[src/source/ic_pkg.sv]
`default_nettype none

package ic_pkg;

    // one-hot, m0 set after reset
    typedef struct packed {
        logic m0;
        logic m1;
    } grant_t;

    // which master currently owns a channel group
    typedef enum logic {
        OWN_M0 = 1'b0,
        OWN_M1 = 1'b1
    } arb_state_t;

endpackage

`default_nettype wire

[src/source/axi_arbiter_r.sv]
`timescale 1ns/1ps
`default_nettype none

module axi_arbiter_r (
    input  wire            ACLK,
    input  wire            ARESETn,
    input  wire            m0_ar_valid,
    input  wire            m0_r_ready,
    input  wire            m1_ar_valid,
    input  wire            m1_r_ready,
    input  wire            ar_ready,
    input  wire            r_valid,
    output ic_pkg::grant_t rgrant
);
    import ic_pkg::*;

    arb_state_t state;
    arb_state_t next_state;
    logic       rd_pend;          // AR accepted, R not yet taken
    logic       own_ar_valid;
    logic       own_r_ready;
    logic       other_ar_valid;
    logic       ar_hs;
    logic       r_hs;

    assign own_ar_valid   = (state == OWN_M1) ? m1_ar_valid : m0_ar_valid;
    assign own_r_ready    = (state == OWN_M1) ? m1_r_ready : m0_r_ready;
    assign other_ar_valid = (state == OWN_M1) ? m0_ar_valid : m1_ar_valid;

    assign ar_hs = own_ar_valid && ar_ready;
    assign r_hs  = r_valid && own_r_ready;

    // same hold and rotate rule as the write side
    always_comb begin
        next_state = state;
        if ((r_hs || !(own_ar_valid || rd_pend)) && other_ar_valid) begin
            next_state = (state == OWN_M1) ? OWN_M0 : OWN_M1;
        end
    end

    always_ff @(posedge ACLK or negedge ARESETn) begin
        if (!ARESETn) begin
            state   <= OWN_M0;
            rd_pend <= 1'b0;
        end else begin
            state <= next_state;
            if (ar_hs) begin
                rd_pend <= 1'b1;
            end else if (r_hs) begin
                rd_pend <= 1'b0;
            end
        end
    end

    assign rgrant.m0 = (state == OWN_M0);
    assign rgrant.m1 = (state == OWN_M1);

endmodule

`default_nettype wire

[config.mk]
export PLATFORM = sky130hd
export DESIGN_NAME = axi_arbiter_r
export DESIGN_NICKNAME = d
export VERILOG_FILES = /design/src/source/ic_pkg.sv /design/src/source/axi_arbiter_r.sv
export SDC_FILE = /design/constraint.sdc
export NUM_CORES = 1
export LEC_CHECK = 0
export ABC_CLOCK_PERIOD_IN_PS = 1450
export BUFFER_PORTS_ARGS = -buffer_cell sky130_fd_sc_hd__buf_4
export CAP_MARGIN = 10
export CORE_AREA = 8 8 45 47
export DETAILED_ROUTE_END_ITERATION = 12
export DIE_AREA = 0 0 53 55
export GPL_ROUTABILITY_DRIVEN = 0
export PLACE_DENSITY = 0.31
export SKIP_LAST_GASP = 1
export SLEW_MARGIN = 10
export SYNTH_ARGS = -nofsm -noshare
export SYNTH_HDL_FRONTEND = slang
export SYNTH_SLANG_ARGS = --single-unit
[constraint.sdc]
create_clock -name ACLK -period 1.45 [get_ports ACLK]
set_input_delay 0.0725 -clock ACLK [delete_from_list [all_inputs] [get_ports ACLK]]
set_output_delay 0.0725 -clock ACLK [all_outputs]
set_load 0.05 [all_outputs]
# --- After elaboration in Yosys (flattened, before gate mapping) ---
# Cells that the tools add are included.
totals:
  register_bits: 2
  wordCells: 16
  out_inout_bits: 2
  input_bits: 8
classes:
  n_bitwise: 1
  reduce_logical: 7
  mux: 6
op_table:
  columns: ["cell", "count"]
  rows:
  - ["2-to-1 mux 1 bit", 6]
  - ["logical AND 1 bit", 3]
  - ["logical OR 1 bit", 2]
  - ["nonzero test 2 bit", 1]
  - ["logical NOT 1 bit", 1]
  - ["NOT 1 bit", 1]

# --- Depth between registers and ports, before layout ---
logic_depth:
  word_depth: 5
  mapped_depth: 3
  mapped_depth_nobuf: 3

# --- Least setup slack after synthesis ---
# OpenSTA, ideal clock, no wires.
synth_timing:
  path_type: "register to register"
  startpoint: "register state"
  endpoint: "register rd_pend"
  period_less_slack_ns: 1.022
  slack_ns: 0.428
  arrival_time_ns: 0.901
  path_stages_with_launch: 3
  setup_time_ns: 0.121
  cell_sequence: "dfrtp_1 mux2_2 a22o_1"
synth_via:
  elab_chain_cells: 3
  word_cells_on_any_way: 6
  classes_between: "mux: 3; reduce/logical: 3"
synth_lines:
  columns: ["item", "line", "text"]
  rows:
  - ["from (decl)", "axi_arbiter_r.sv:17", "arb_state_t state;"]
  - ["from (signal assigned)", "axi_arbiter_r.sv:46", "state <= next_state;"]
  - ["2-to-1 mux 1 bit, on equally long branches", "axi_arbiter_r.sv:26, axi_arbiter_r.sv:27", null]
  - ["logical AND 1 bit, on equally long branches", "axi_arbiter_r.sv:30, axi_arbiter_r.sv:31", null]
  - ["2-to-1 mux 1 bit or nonzero test 2 bit (tied branches)", null, null]
  - ["to (signal assigned)", "axi_arbiter_r.sv:44", "rd_pend <= 1'b0;"]
  - ["to (signal assigned)", "axi_arbiter_r.sv:48", "rd_pend <= 1'b1;"]
  - ["to (signal assigned)", "axi_arbiter_r.sv:50", "rd_pend <= 1'b0;"]
  - ["to (decl)", "axi_arbiter_r.sv:19", "logic rd_pend;"]
# Parallel ways exist; a longest one is shown, timed or not.
# A chain may end at the register's enable or synchronous reset.

# --- Worst setup path after layout ---
# Same ends and word-level chain as after synthesis.

==> metrics.md <==
| Metric | Value |
|---|---|
| Layout cell share with drive strength beyond 1 | 52.0% |
| Reg area | 50.0 um2 |
| Crit path DAT | 1.20 ns |
| Peak VDD IR | 0.633 mV |
| Via-to-Cell Ratio | 3.61 |
| Post-synth EDFFs | 0 |
| Crit-path max cell delay | 0.44 ns |
| Critical-path cell list | mux2_2 > a22o_1 |
| Required time worst endpoint | 1.56 ns |
| Routed wire length | 441 um |
| Most frequent cell after synthesis | dfrtp_1 |
| Post-route insts no fill | 41 |
| Clock latency at the later pin of the worst-skew pair | 0.22 ns |
| First drt pass iteration count | 1 |
| Die width | 53 um |
| Row cnt | 14 |
| Unique masters post-synth | 12 |
| IO buf count | 9 |
| Initial Util | 9.22% |
| RSZ-0062 raised after global routing | false |
| Grt ovf | 0 |
| Layout Utilization | 17.4% |
| Delay-heaviest family, CP | flip-flops |
| Die Ht | 55 um |
| Synth area leader | dfrtp_1 |
| Setup TNS | 0 ns |
| Area Overhead vs Synth | 88.2% |
| Worst-path fanout max | 6 |
| Outcome | finished clean |
| Post-CTS Setup Inserts | 0 |
| Avg WL per Cell | 10.8 um |
| Worst hold path type | in -> reg |
| Primary FF master, synth | dfrtp_1 |
| Max Freq | 913 MHz |
| Antenna fix cells | 0 |
| Filler instances | 160 |
| Placed insts | 37 |
| First-pass GRT wire length | 648 um |
| Dominant cells by area after synthesis | dfrtp_1 39%, mux2_1 8.8%, mux2_2 8.8% |
| Slew HR | 84.1% |
| ANT nets after route | 0 |
| Power, Total | 0.000429 W |
| Setup Viol. Count Final | 0 |
| Mapped cell area | 128 um2 |
| Core ar. | 1380 um2 |
| DRC viols | 0 |
| Initial antenna violation count | 0 |
| Via count | 148 |
| Leakage power | 0.110 nW |
| Vias in the first global route | 151 |
| Worst-Margin Slew | 0.237 ns |
| Critical Path Source Type | register |
| CP Capture Type | register |
| Final Max Slew Viols | 0 |
| Inserted Clock Buffers | 3 |
| Synth Instances | 13 |
| Gr usage total | 3.39% |
| Crit path kind | reg -> reg |
| Max Root-Sink Buffers | 2 |
| CP max stage cell | dfrtp_1 |
| Yosys top cell area share | 39.2% |
| Synth Warn # | 0 |
| Post-CTS resize count | 0 |
| Root Buffer Master | clkbuf_4 |
| Area of the multi-input gates | 66.3 um2 |
| H-tree Lvls | 1 |
| Mean Syn Cell Area | 9.82 um2 |
| Register bit total from synthesis | 2 |
| Final hold violations | 0 |
| Max-cap violations | 0 |
| Nets@finish | 35 |
| Sequential element share of the synthesized area | 39.2% |
| Syn nets | 21 |
| WP buf/inv | 0 |
| Final period util | 75.5% |
| Clk slew on worst S/H paths | 0.03 ns |
| CTS sink cnt | 2 |
| Ys async rst share | 100% |
| CTS tree | done |
| Fin crit period | 1.10 ns |
| Ports | 10 |
| Die ar. | 2920 um2 |
| Power density cells | 1780 nW/um2 |
| Largest net degree at the start of global routing | 7 |
| First DRT Iteration DRCs | 0 |
| R2r setup slk | 0.35 ns |
| Final Skew | 0.0000489 ns |
## registers in the layout, summed over array words and instances (netlist names)
register  flops
state         1
rd_pend       1
## where the power goes
| part | total [W] | leakage, nW | internal, W | switching (W) |
|---|---|---|---|---|
| logic | 0.000198 | 0.0738 | 0.0000782 | 0.000120 |
| registers | 0.000107 | 0.0227 | 0.0000775 | 0.0000290 |
| clock network | 0.000124 | 0.0138 | 0.0000914 | 0.0000326 |
| total | 0.000429 | 0.110 | 0.000247 | 0.000182 |
## final timing paths
| check | start | endpoint | cells after the start |
|---|---|---|---|
| setup / recovery | state$_DFFE_PN0P_ | rd_pend$_DFFE_PN0P_ | 2 |
| hold / removal | m0_ar_valid | state$_DFFE_PN0P_ | 2 |
| setup reg to reg | state$_DFFE_PN0P_ | rd_pend$_DFFE_PN0P_ | 2 |
| hold reg to reg | rd_pend$_DFFE_PN0P_ | rd_pend$_DFFE_PN0P_ | 1 |
| max in group asynchronous | ARESETn | rd_pend$_DFFE_PN0P_ | 2 |
| min in group asynchronous | ARESETn | state$_DFFE_PN0P_ | 2 |
## metrics by stage
step,hold WS (ns),setup slack (ns),instance area (um2)
2_1_floorplan,-0.223,0.428,128
3_3_place_gp,-0.144,0.397,208
3_5_place_dp,-0.143,0.374,208
4_1_cts,0.0439,0.358,240
5_1_grt,0.0429,0.329,240
6_report,0.0496,0.355,240
## cells by family (layout without fill, tap and decap cells)
group | Yosys count | count (layout) | share of synthesized area (%)
flops | 2 | 2 | 39.2
mux | 2 | 2 | 17.6
buf+inv | 2 | 14 | 8.82
simple gates | 3 | 3 | 12.7
compound gates | 4 | 4 | 21.6
## placed cells by master (no fill, tap or decap), drive strengths merged
| master | Yosys | final |
|---|---|---|
| mux2 | 2 | 2 |
| dlygate4sd3 | 0 | 1 |
| nand3 | 1 | 1 |
| nor3b | 1 | 1 |
| clkbuf | 0 | 3 |
| dfrtp | 2 | 2 |
| o21ai | 1 | 1 |
| buf | 1 | 9 |
| nand2 | 1 | 1 |
| a21oi | 1 | 1 |
| a22o | 1 | 1 |
| a311oi | 1 | 1 |
| inv | 1 | 1 |
## final cells by class
class | instances | share of cell area (%)
repair buffers | 10 | 32.3
multi-input cells | 9 | 27.6
flip-flops and latches | 2 | 20.8
clock buffers | 3 | 9.38
well taps | 16 | 8.33
inverters | 1 | 1.56
## layer usage
layer  share of wire [%]  global-route usage, %  up-vias
met5                   0                      0        -
met4                   0                   5.17        0
li1                    -                      -       73
met1                  46                   3.50       65
met3                  24                   3.48        0
met2                  29                   2.73       10
## timing repair
action | CTS | global route
endpoints found under the setup margin | 0 | 0
hold endpoints to repair | 2 | 0
hold buffers | 1 | 0
No activity file was read; power rests on OpenSTA's default activity.
