==> src/source/ic_pkg.sv <==
`default_nettype none

package ic_pkg;

    // one-hot, m0 set after reset
    typedef struct packed {
        logic m0;
        logic m1;
    } grant_t;

    // which master currently owns a channel group
    typedef enum logic {
        OWN_M0 = 1'b0,
        OWN_M1 = 1'b1
    } arb_state_t;

endpackage

`default_nettype wire

==> src/source/axi_arbiter_w.sv <==
`timescale 1ns/1ps
`default_nettype none

module axi_arbiter_w (
    input  wire            ACLK,
    input  wire            ARESETn,
    input  wire            m0_aw_valid,
    input  wire            m0_w_valid,
    input  wire            m0_b_ready,
    input  wire            m1_aw_valid,
    input  wire            m1_w_valid,
    input  wire            m1_b_ready,
    input  wire            aw_ready,
    input  wire            w_ready,
    input  wire            b_valid,
    output ic_pkg::grant_t wgrant
);
    import ic_pkg::*;

    arb_state_t state;
    arb_state_t next_state;
    arb_state_t other;
    logic       wr_pend;          // write accepted, B not yet taken
    logic       own_aw_valid;
    logic       own_w_valid;
    logic       own_b_ready;
    logic       other_aw_valid;
    logic       wr_hs;
    logic       b_hs;

    // ----------------------------------------
    // owner and challenger views
    // ----------------------------------------
    assign other          = (state == OWN_M1) ? OWN_M0 : OWN_M1;
    assign own_aw_valid   = (state == OWN_M1) ? m1_aw_valid : m0_aw_valid;
    assign own_w_valid    = (state == OWN_M1) ? m1_w_valid : m0_w_valid;
    assign own_b_ready    = (state == OWN_M1) ? m1_b_ready : m0_b_ready;
    assign other_aw_valid = (state == OWN_M1) ? m0_aw_valid : m1_aw_valid;

    assign wr_hs = own_aw_valid && aw_ready && own_w_valid && w_ready;
    assign b_hs  = b_valid && own_b_ready;

    always_comb begin
        next_state = state;
        if (b_hs) begin
            if (other_aw_valid) begin
                next_state = other; // rotate after a completed response
            end
        end else if (!(own_aw_valid || own_w_valid || wr_pend) && other_aw_valid) begin
            next_state = other; // idle owner yields
        end
    end

    always_ff @(posedge ACLK or negedge ARESETn) begin
        if (!ARESETn) begin
            state   <= OWN_M0;
            wr_pend <= 1'b0;
        end else begin
            state <= next_state;
            if (wr_hs) begin
                wr_pend <= 1'b1;
            end else if (b_hs) begin
                wr_pend <= 1'b0;
            end
        end
    end

    assign wgrant.m0 = (state == OWN_M0);
    assign wgrant.m1 = (state == OWN_M1);

endmodule

`default_nettype wire

==> config.mk <==
export PLATFORM = sky130hd
export DESIGN_NAME = axi_arbiter_w
export DESIGN_NICKNAME = d
export VERILOG_FILES = /design/src/source/ic_pkg.sv /design/src/source/axi_arbiter_w.sv
export SDC_FILE = /design/constraint.sdc
export NUM_CORES = 1
export LEC_CHECK = 0
export BUFFER_PORTS_ARGS = -buffer_cell sky130_fd_sc_hd__buf_2
export CORE_AREA = 2 2 39 41
export CTS_CLUSTER_SIZE = 25
export DETAILED_ROUTE_END_ITERATION = 16
export DIE_AREA = 0 0 41 43
export MAX_ROUTING_LAYER = met4
export PLACE_DENSITY_LB_ADDON = 0.25
export SYNTH_ARGS = -nofsm -noshare
export SYNTH_HDL_FRONTEND = slang
export SYNTH_SLANG_ARGS = --single-unit
export TNS_END_PERCENT = 100
==> constraint.sdc <==
create_clock -name ACLK -period 1.1 [get_ports ACLK]
set_input_delay 0.165 -clock ACLK [delete_from_list [all_inputs] [get_ports ACLK]]
set_output_delay 0.165 -clock ACLK [all_outputs]
set_load 0.01 [all_outputs]
Yosys cells after proc, flatten, opt, wreduce, memory -nomap -nowiden
Index checks and enable logic that the tools add are counted.
{"block": "totals", "reg_bits": 2, "latch_bits": 0, "ram_bits": 0, "romBits": 0, "output_inout_bits": 2, "n_memories": 0}
{"block": "classes", "add_sub_neg": 0, "mul": 0, "div_mod_pow": 0, "order_cmp": 0, "eq_ne": 1, "n_shift": 0, "mux": 10, "bitwise_logic": 1, "n_reduce_logical": 11}
{"operator": "1-bit 2-to-1 mux", "n": 10}
{"operator": "1-bit logical AND", "n": 5}
{"operator": "2-bit nonzero test", "n": 2}
{"operator": "1-bit logical OR", "n": 2}
{"operator": "2-bit inequality test, second input constant", "n": 1}
{"operator": "2-bit AND reduction", "n": 1}
{"operator": "1-bit zero test", "n": 1}
{"operator": "1-bit inverter", "n": 1}

Longest topological paths before layout
Gate-level depths: netlist of run 1.
{"block": "depth", "ltp_word": 7, "ltp_mapped": 3}

Worst setup path before layout of run 1
No wires, ideal clock.
{"block": "synth_path", "path_type": "register to register", "start": "register wr_pend", "end": "register state", "setup_ps": 126, "arrival_ps": 891, "slack_ps": 83, "stages_incl_launch_ff": 4, "synth_period_minus_slack_ps": 1017, "path_cell_list": "dfrtp_1 -> or3b_1 -> a21oi_1 -> nor3_1"}
{"block": "synth_between", "elab_chain_cells": 5}
{"element": "start, declared", "line_no": "axi_arbiter_w.sv:23", "source": "logic wr_pend;"}
{"element": "start signal, assigned", "line_no": "axi_arbiter_w.sv:57", "source": "wr_pend <= 1'b0;"}
{"element": "start signal, assigned", "line_no": "axi_arbiter_w.sv:61", "source": "wr_pend <= 1'b1;"}
{"element": "start signal, assigned", "line_no": "axi_arbiter_w.sv:63", "source": "wr_pend <= 1'b0;"}
{"element": "1-bit logical OR", "line_no": "axi_arbiter_w.sv:49", "source": "end else if (!(own_aw_valid || own_w_valid || wr_pend) && other_aw_valid) begin"}
{"element": "1-bit zero test", "line_no": "axi_arbiter_w.sv:49"}
{"element": "1-bit logical AND", "line_no": "axi_arbiter_w.sv:49"}
{"element": "2-bit nonzero test (no source line)"}
{"element": "2-bit AND reduction (no source line)"}
{"element": "end signal, assigned", "line_no": "axi_arbiter_w.sv:59", "source": "state <= next_state;"}
{"element": "end, declared", "line_no": "axi_arbiter_w.sv:20", "source": "arb_state_t state;"}
No other way between the ends.
A chain may end at the register's enable or synchronous reset.

Worst setup path in the final report of run 1
Ends and elaborated chain as after synthesis.

==> qor.csv, run 1 <==
metric,value,unit
Register Area,51.3,µm²
clock sinks,2,
first-pass GRT wire length,558,µm
Placer Congestion,0.571,
Die Y,43,µm
reg-to-reg endpoint,state,
Final Skew,0.0787,ps
worst hold path class,in -> reg,
syn_nets,28,
critical path class,reg -> reg,
Critical Path Sink Type,flip-flop,
drt drc,0,
post-synthesis cell type count,13,
clk_lat worst skew,220,ps
worst setup path endpoint,state,
Reg2Reg Setup Slack,30,ps
Crit path arrival time,1160,ps
share of layout cells above drive strength 1,0.563,
drt pass-1 iters,1,
Final min period,1070,ps
antenna cells,0,
CTS Buffer Depth,2,
pwr/cell area,1490,nW/µm²
initial antenna violation count,0,
fraction of the yosys area taken by sequential cells,0.339,
fin util,0.186,
worst r2r src,wr_pend,
Synth area leaders,"dfrtp_1 34%, buf_4 10%, mux2_1 7.6%, a32o_1 6.8%, nor3_1 6.8%",
CP Data Required Time,1200,ps
worst rel slew slack,0.862,
drt wl/cell,8.31,µm
Final Hold Viols,0,
Crit-path slowest cell,dfrtp_1,
worst slew pin tran,206,ps
vias per inst,3.63,
number of cells on the worst reg-to-reg path,3,
Synth area leader,dfrtp_1,
"commonest non-fill, non-tap cell in the layout",buf_2,
Synth Instances,17,
CP max FO,2,
core outline area,1380,µm²
Fillers,152,
fin nets,45,
"Largest stage delay, worst path",370,ps
"Cell Area, Synth",148,µm²
vias in the first global route,163,
initial DRC count,0,
post-CTS setup buffer count,0,
final setup fails,0,
most frequent cells in the layout,"12 x buf_2, 3 x clkbuf_4, 2 x nor3_1, 2 x nand2_1",
Congestion Overflow GR,0,
via count,174,
Final Hold Slack,199,ps
maxcap violations,0,
Leakage,0.124,nW
share of Yosys cell area claimed by the top area cell type,0.339,
Tot GR Track Use,0.0566,
power consumption,0.000383,W
crit path from,wr_pend,
H-tree depth,1,
Syn-to-layout area delta,74.6,%
Die Wd,41,µm
Routed Antenna Nets,0,
multi-input logic area,82.6,µm²
I/O Pins,13,
period utilization,0.970,
num rows,14,
Yosys reg bits,2,
drt total wl,399,µm
"CTS clk-pin slew, worst paths",30,ps
Peak VDD IR,0.343,mV
Startpoint Class,flip-flop,
pin count of the biggest net entering global routing,9,
Post-DP HPWL,347,µm
CTS root buf,clkbuf_4,
Die ar.,1760,µm²
Buffers on Ports,12,
CTS tree,yes,
critical path cell sequence,or3b_1 -> a21oi_2 -> nor3_1,
RSZ-0062 raised after global routing,false,
Initial Utilization,0.107,
CTS buffer count,3,
status,completed,
"Avg Cell Area, Syn",8.68,µm²
fin. max-slew vios,0,
Max Clk Rate,937,MHz
Ys Warns,0,
setup TNS,0,ps
-- flip-flops by register name, indices dropped and copies added (netlist names) --
| name | cells |
|---|---|
| wr_pend | 1 |
| state | 1 |
-- synthesized netlist by cell type (all sizes together) --
cell,number
dfrtp,2
a21oi,1
nand2,2
or3b,1
inv,1
a211oi,1
mux2,1
nor3,2
and4,1
a32o,1
buf,2
o21ai,1
nand3,1
-- critical path, delay by kind of cell, from the launching register on --
kind               cells  cell delay, ps
and+or+nand+nor        2             440
AOI/OAI and AO/OA      1             140
DFF                    1             370
-- kinds of logic (layout without fill, tap and decap cells) --
logic type             Yosys count  count (layout)  share of synthesized area
buffers and inverters            3              18                      0.127
multiplexers                     1               1                     0.0763
AND/OR/NAND/NOR                  7               7                      0.271
AO/OA/AOI/OAI                    4               4                      0.186
flip-flops                       2               2                      0.339
-- worst min path at each step --
| stage | end | from | slack, ps | depth (start not counted) |
|---|---|---|---|---|
| after detailed placement | wr_pend | ARESETn | -50 | 1 |
| final | wr_pend | aw_ready | 200 | 2 |
| after global routing | wr_pend | aw_ready | 200 | 2 |
| after CTS | wr_pend | aw_ready | 190 | 2 |
| after global placement | wr_pend | ARESETn | -50 | 1 |
| after floorplan | state | ARESETn | -130 | 0 |
-- power breakdown --
group	switching, W	internal (W)	leakage [nW]	total (W)
clock	0.0000392	0.000120	0.0138	0.000159
combinational	0.0000462	0.0000623	0.0861	0.000109
sequential	0.0000227	0.0000922	0.0241	0.000115
total	0.000108	0.000275	0.124	0.000383
-- area by class of cell --
cell class                      instances  area share
Inverter                                1      0.0146
Sequential cell                         2       0.199
Clock buffer                            3      0.0874
Multi-Input combinational cell         12       0.320
Tap cell                               16      0.0777
Timing Repair Buffer                   14       0.301
-- through the flow --
| stage | cell area, µm² | instances | worst slack, ps |
|---|---|---|---|
| 2_1_floorplan | 148 | 17 | 82.8 |
| 3_3_place_gp | 220 | 44 | 27.0 |
| 3_5_place_dp | 220 | 44 | 31.5 |
| 4_1_cts | 253 | 48 | 28.1 |
| 5_1_grt | 258 | 48 | 9.89 |
| 6_report | 258 | 48 | 33.3 |
-- repair_timing --
item,in CTS,in global routing
setup endpoints to repair,0,2
resized for setup,0,2
hold endpoints to repair,2,0
hold buffers,1,0
-- layer usage --
metal  track usage  share of wire  wire, µm  up-vias
met5             -              0         0        -
met4        0.0800              0         0        0
met3        0.0314           0.16        65        0
met2        0.0531           0.37       149       11
met1        0.0643           0.46       184       70
li1              -              -         -       93
Note: power is estimated with default switching activity, not from simulation.
==> inputs of run 2 (changes only) <==
--- a/config.mk
+++ b/config.mk
@@ -7,11 +7,12 @@
 export LEC_CHECK = 0
 export BUFFER_PORTS_ARGS = -buffer_cell sky130_fd_sc_hd__buf_2
 export CORE_AREA = 2 2 39 41
-export CTS_CLUSTER_SIZE = 25
+export CTS_CLUSTER_SIZE = 8
 export DETAILED_ROUTE_END_ITERATION = 16
 export DIE_AREA = 0 0 41 43
 export MAX_ROUTING_LAYER = met4
 export PLACE_DENSITY_LB_ADDON = 0.25
+export SLEW_MARGIN = 20
 export SYNTH_ARGS = -nofsm -noshare
 export SYNTH_HDL_FRONTEND = slang
 export SYNTH_SLANG_ARGS = --single-unit
==> constraint.sdc (replaced) <==
create_clock -name ACLK -period 1.1 [get_ports ACLK]
set_input_delay 0.33 -clock ACLK [delete_from_list [all_inputs] [get_ports ACLK]]
set_output_delay 0.33 -clock ACLK [all_outputs]
set_load 0.01 [all_outputs]
==> qor.csv, run 2 (synthesized netlist as in run 1, its figures left out) <==
metric,value,unit,change
clock sinks,2,,unchanged
Final min period,1110,ps,was 1070 ps
I/O Pins,13,,unchanged
CTS Buffer Depth,2,,unchanged
Die Wd,41,µm,unchanged
Final Skew,2.28,ps,was 0.0787 ps
Routed Antenna Nets,0,,unchanged
drt pass-1 iters,4,,was 1
Initial Utilization,0.107,,unchanged
"commonest non-fill, non-tap cell in the layout",buf_2,,unchanged
CTS tree,yes,,unchanged
maxcap violations,0,,unchanged
initial antenna violation count,0,,unchanged
drt wl/cell,8.06,µm,was 8.31 µm
RSZ-0062 raised after global routing,true,,was false
fin nets,47,,was 45
"Largest stage delay, worst path",400,ps,was 370 ps
share of layout cells above drive strength 1,0.588,,was 0.563
power consumption,0.000412,W,was 0.000383 W
CP Data Required Time,1260,ps,was 1200 ps
violated checks,setup timing,,
CP max FO,6,,was 2
Post-DP HPWL,351,µm,was 347 µm
vias per inst,3.84,,was 3.63
Placer Congestion,0.572,,was 0.571
Die Y,43,µm,unchanged
num rows,14,,unchanged
Die ar.,1760,µm²,unchanged
core outline area,1380,µm²,unchanged
Leakage,0.135,nW,was 0.124 nW
Critical Path Sink Type,flip-flop,,unchanged
most frequent cells in the layout,"11 x buf_2, 3 x clkbuf_4, 3 x buf_4",,"was 12 x buf_2, 3 x clkbuf_4, 2 x nor3_1, 2 x nand2_1"
drt drc,0,,unchanged
Congestion Overflow GR,0,,unchanged
final setup fails,1,,was 0
worst hold path class,in -> reg,,unchanged
initial DRC count,2,,was 0
biggest regs,"state (1), wr_pend (1)",,unchanged
Crit-path slowest cell,dfrtp_2,,was dfrtp_1
Top Family by Delay on Critical Path,flip-flops,,was simple AND/OR/NAND/NOR gates
Buffers on Ports,12,,unchanged
vias in the first global route,186,,was 163
fin. max-slew vios,0,,unchanged
first-pass GRT wire length,669,µm,was 558 µm
DP Worst Slack,-48.7,ps,was 31.5 ps
worst rel slew slack,0.878,,was 0.862
Tot GR Track Use,0.0669,,was 0.0566
clk_lat worst skew,220,ps,about the same
CP bufs+invs,1,,was 0
Peak VDD IR,0.569,mV,was 0.343 mV
Startpoint Class,flip-flop,,unchanged
pwr/cell area,1500,nW/µm²,was 1490 nW/µm²
status,finished with violations,,was completed
Final Hold Viols,0,,unchanged
worst slew pin tran,182,ps,was 206 ps
via count,192,,was 174
period utilization,1.01,,was 0.970
pin count of the biggest net entering global routing,7,,was 9
Max Clk Rate,900,MHz,was 937 MHz
H-tree depth,1,,unchanged
CTS root buf,clkbuf_4,,unchanged
Crit path arrival time,1270,ps,was 1160 ps
drt total wl,403,µm,was 399 µm
fin util,0.199,,was 0.186
critical path cell sequence,buf_4 -> mux2_1 -> nand2_1 -> a32o_1,,was or3b_1 -> a21oi_2 -> nor3_1
"CTS clk-pin slew, worst paths",30,ps,about the same
CTS buffer count,3,,unchanged
critical path class,reg -> reg,,unchanged
Syn-to-layout area delta,86.4,%,was 74.6%
PnR worst setup slack,-10.9,ps,was 33.3 ps
antenna cells,0,,unchanged
[run 2: cell types whose count changed in the layout (fill, tap and decap cells not counted)]
cell / delta
buf_2: -1
a21oi_1: +1
buf_4: +2
buf_6: +1
o21ai_1: +1
a21oi_2: -1
o21ai_0: -1
inv_1: -1
inv_2: +1
[run 2: area by class of cell]
class	instances	area [µm²]
well taps	16	20.0
fillers	166	1110
flip-flops and latches	2	51.3
inverters	1	3.75
clock buffers	3	22.5
repair buffers	16	98.8
multi-input cells	12	78.8
[run 2: timing repair]
action                                  4_1_cts  5_1_grt
resized for setup                             1        3
hold endpoints to repair                      2        0
cloned                                        0        0
endpoints found under the setup margin        2        4
hold buffers                                  1        0
setup buffers                                 1        0
[run 2: worst reg2reg max path: cells and delay by family, from the launching register on]
kind                   cells  cell delay, ps
DFF                        1             400
muxes                      1             300
buffers and inverters      1             160
AOI/OAI and AO/OA          1             110
and+or+nand+nor            1              70
[run 2: per-layer routing]
layer / vias to the layer above / global-route usage / part of all wire
met4: 0 / 0.0400 / 0.015
met2: 11 / 0.0594 / 0.32
met3: 2 / 0.0785 / 0.15
met1: 81 / 0.0806 / 0.51
met5: - / - / 0
li1: 98 / - / -
[run 2: worst paths after layout]
path / start / endpoint / slack, ps / depth (start not counted)
setup / recovery: state / wr_pend / -10 / 4
hold / removal: aw_ready / wr_pend / 360 / 2
setup reg to reg: state / wr_pend / -10 / 4
hold reg to reg: wr_pend / wr_pend / 590 / 2
max in group asynchronous: ARESETn / state / 580 / 2
min in group asynchronous: ARESETn / state / 420 / 2
[run 2: power by group]
group | total, W | leakage, nW | switching (W) | internal, W
combinational | 0.000145 | 0.0969 | 0.0000600 | 0.0000853
sequential | 0.000103 | 0.0241 | 0.0000114 | 0.0000921
clock | 0.000163 | 0.0138 | 0.0000428 | 0.000120
[run 2: per-stage QoR]
step	instances	TNS, ps	cell area, µm²	hold slack, ps
2_1_floorplan	17	0	148	34.4
3_3_place_gp	45	-28.5	228	123
3_5_place_dp	45	-48.7	228	121
4_1_cts	50	-25.4	269	350
5_1_grt	50	-136	275	354
6_report	50	-10.9	275	357
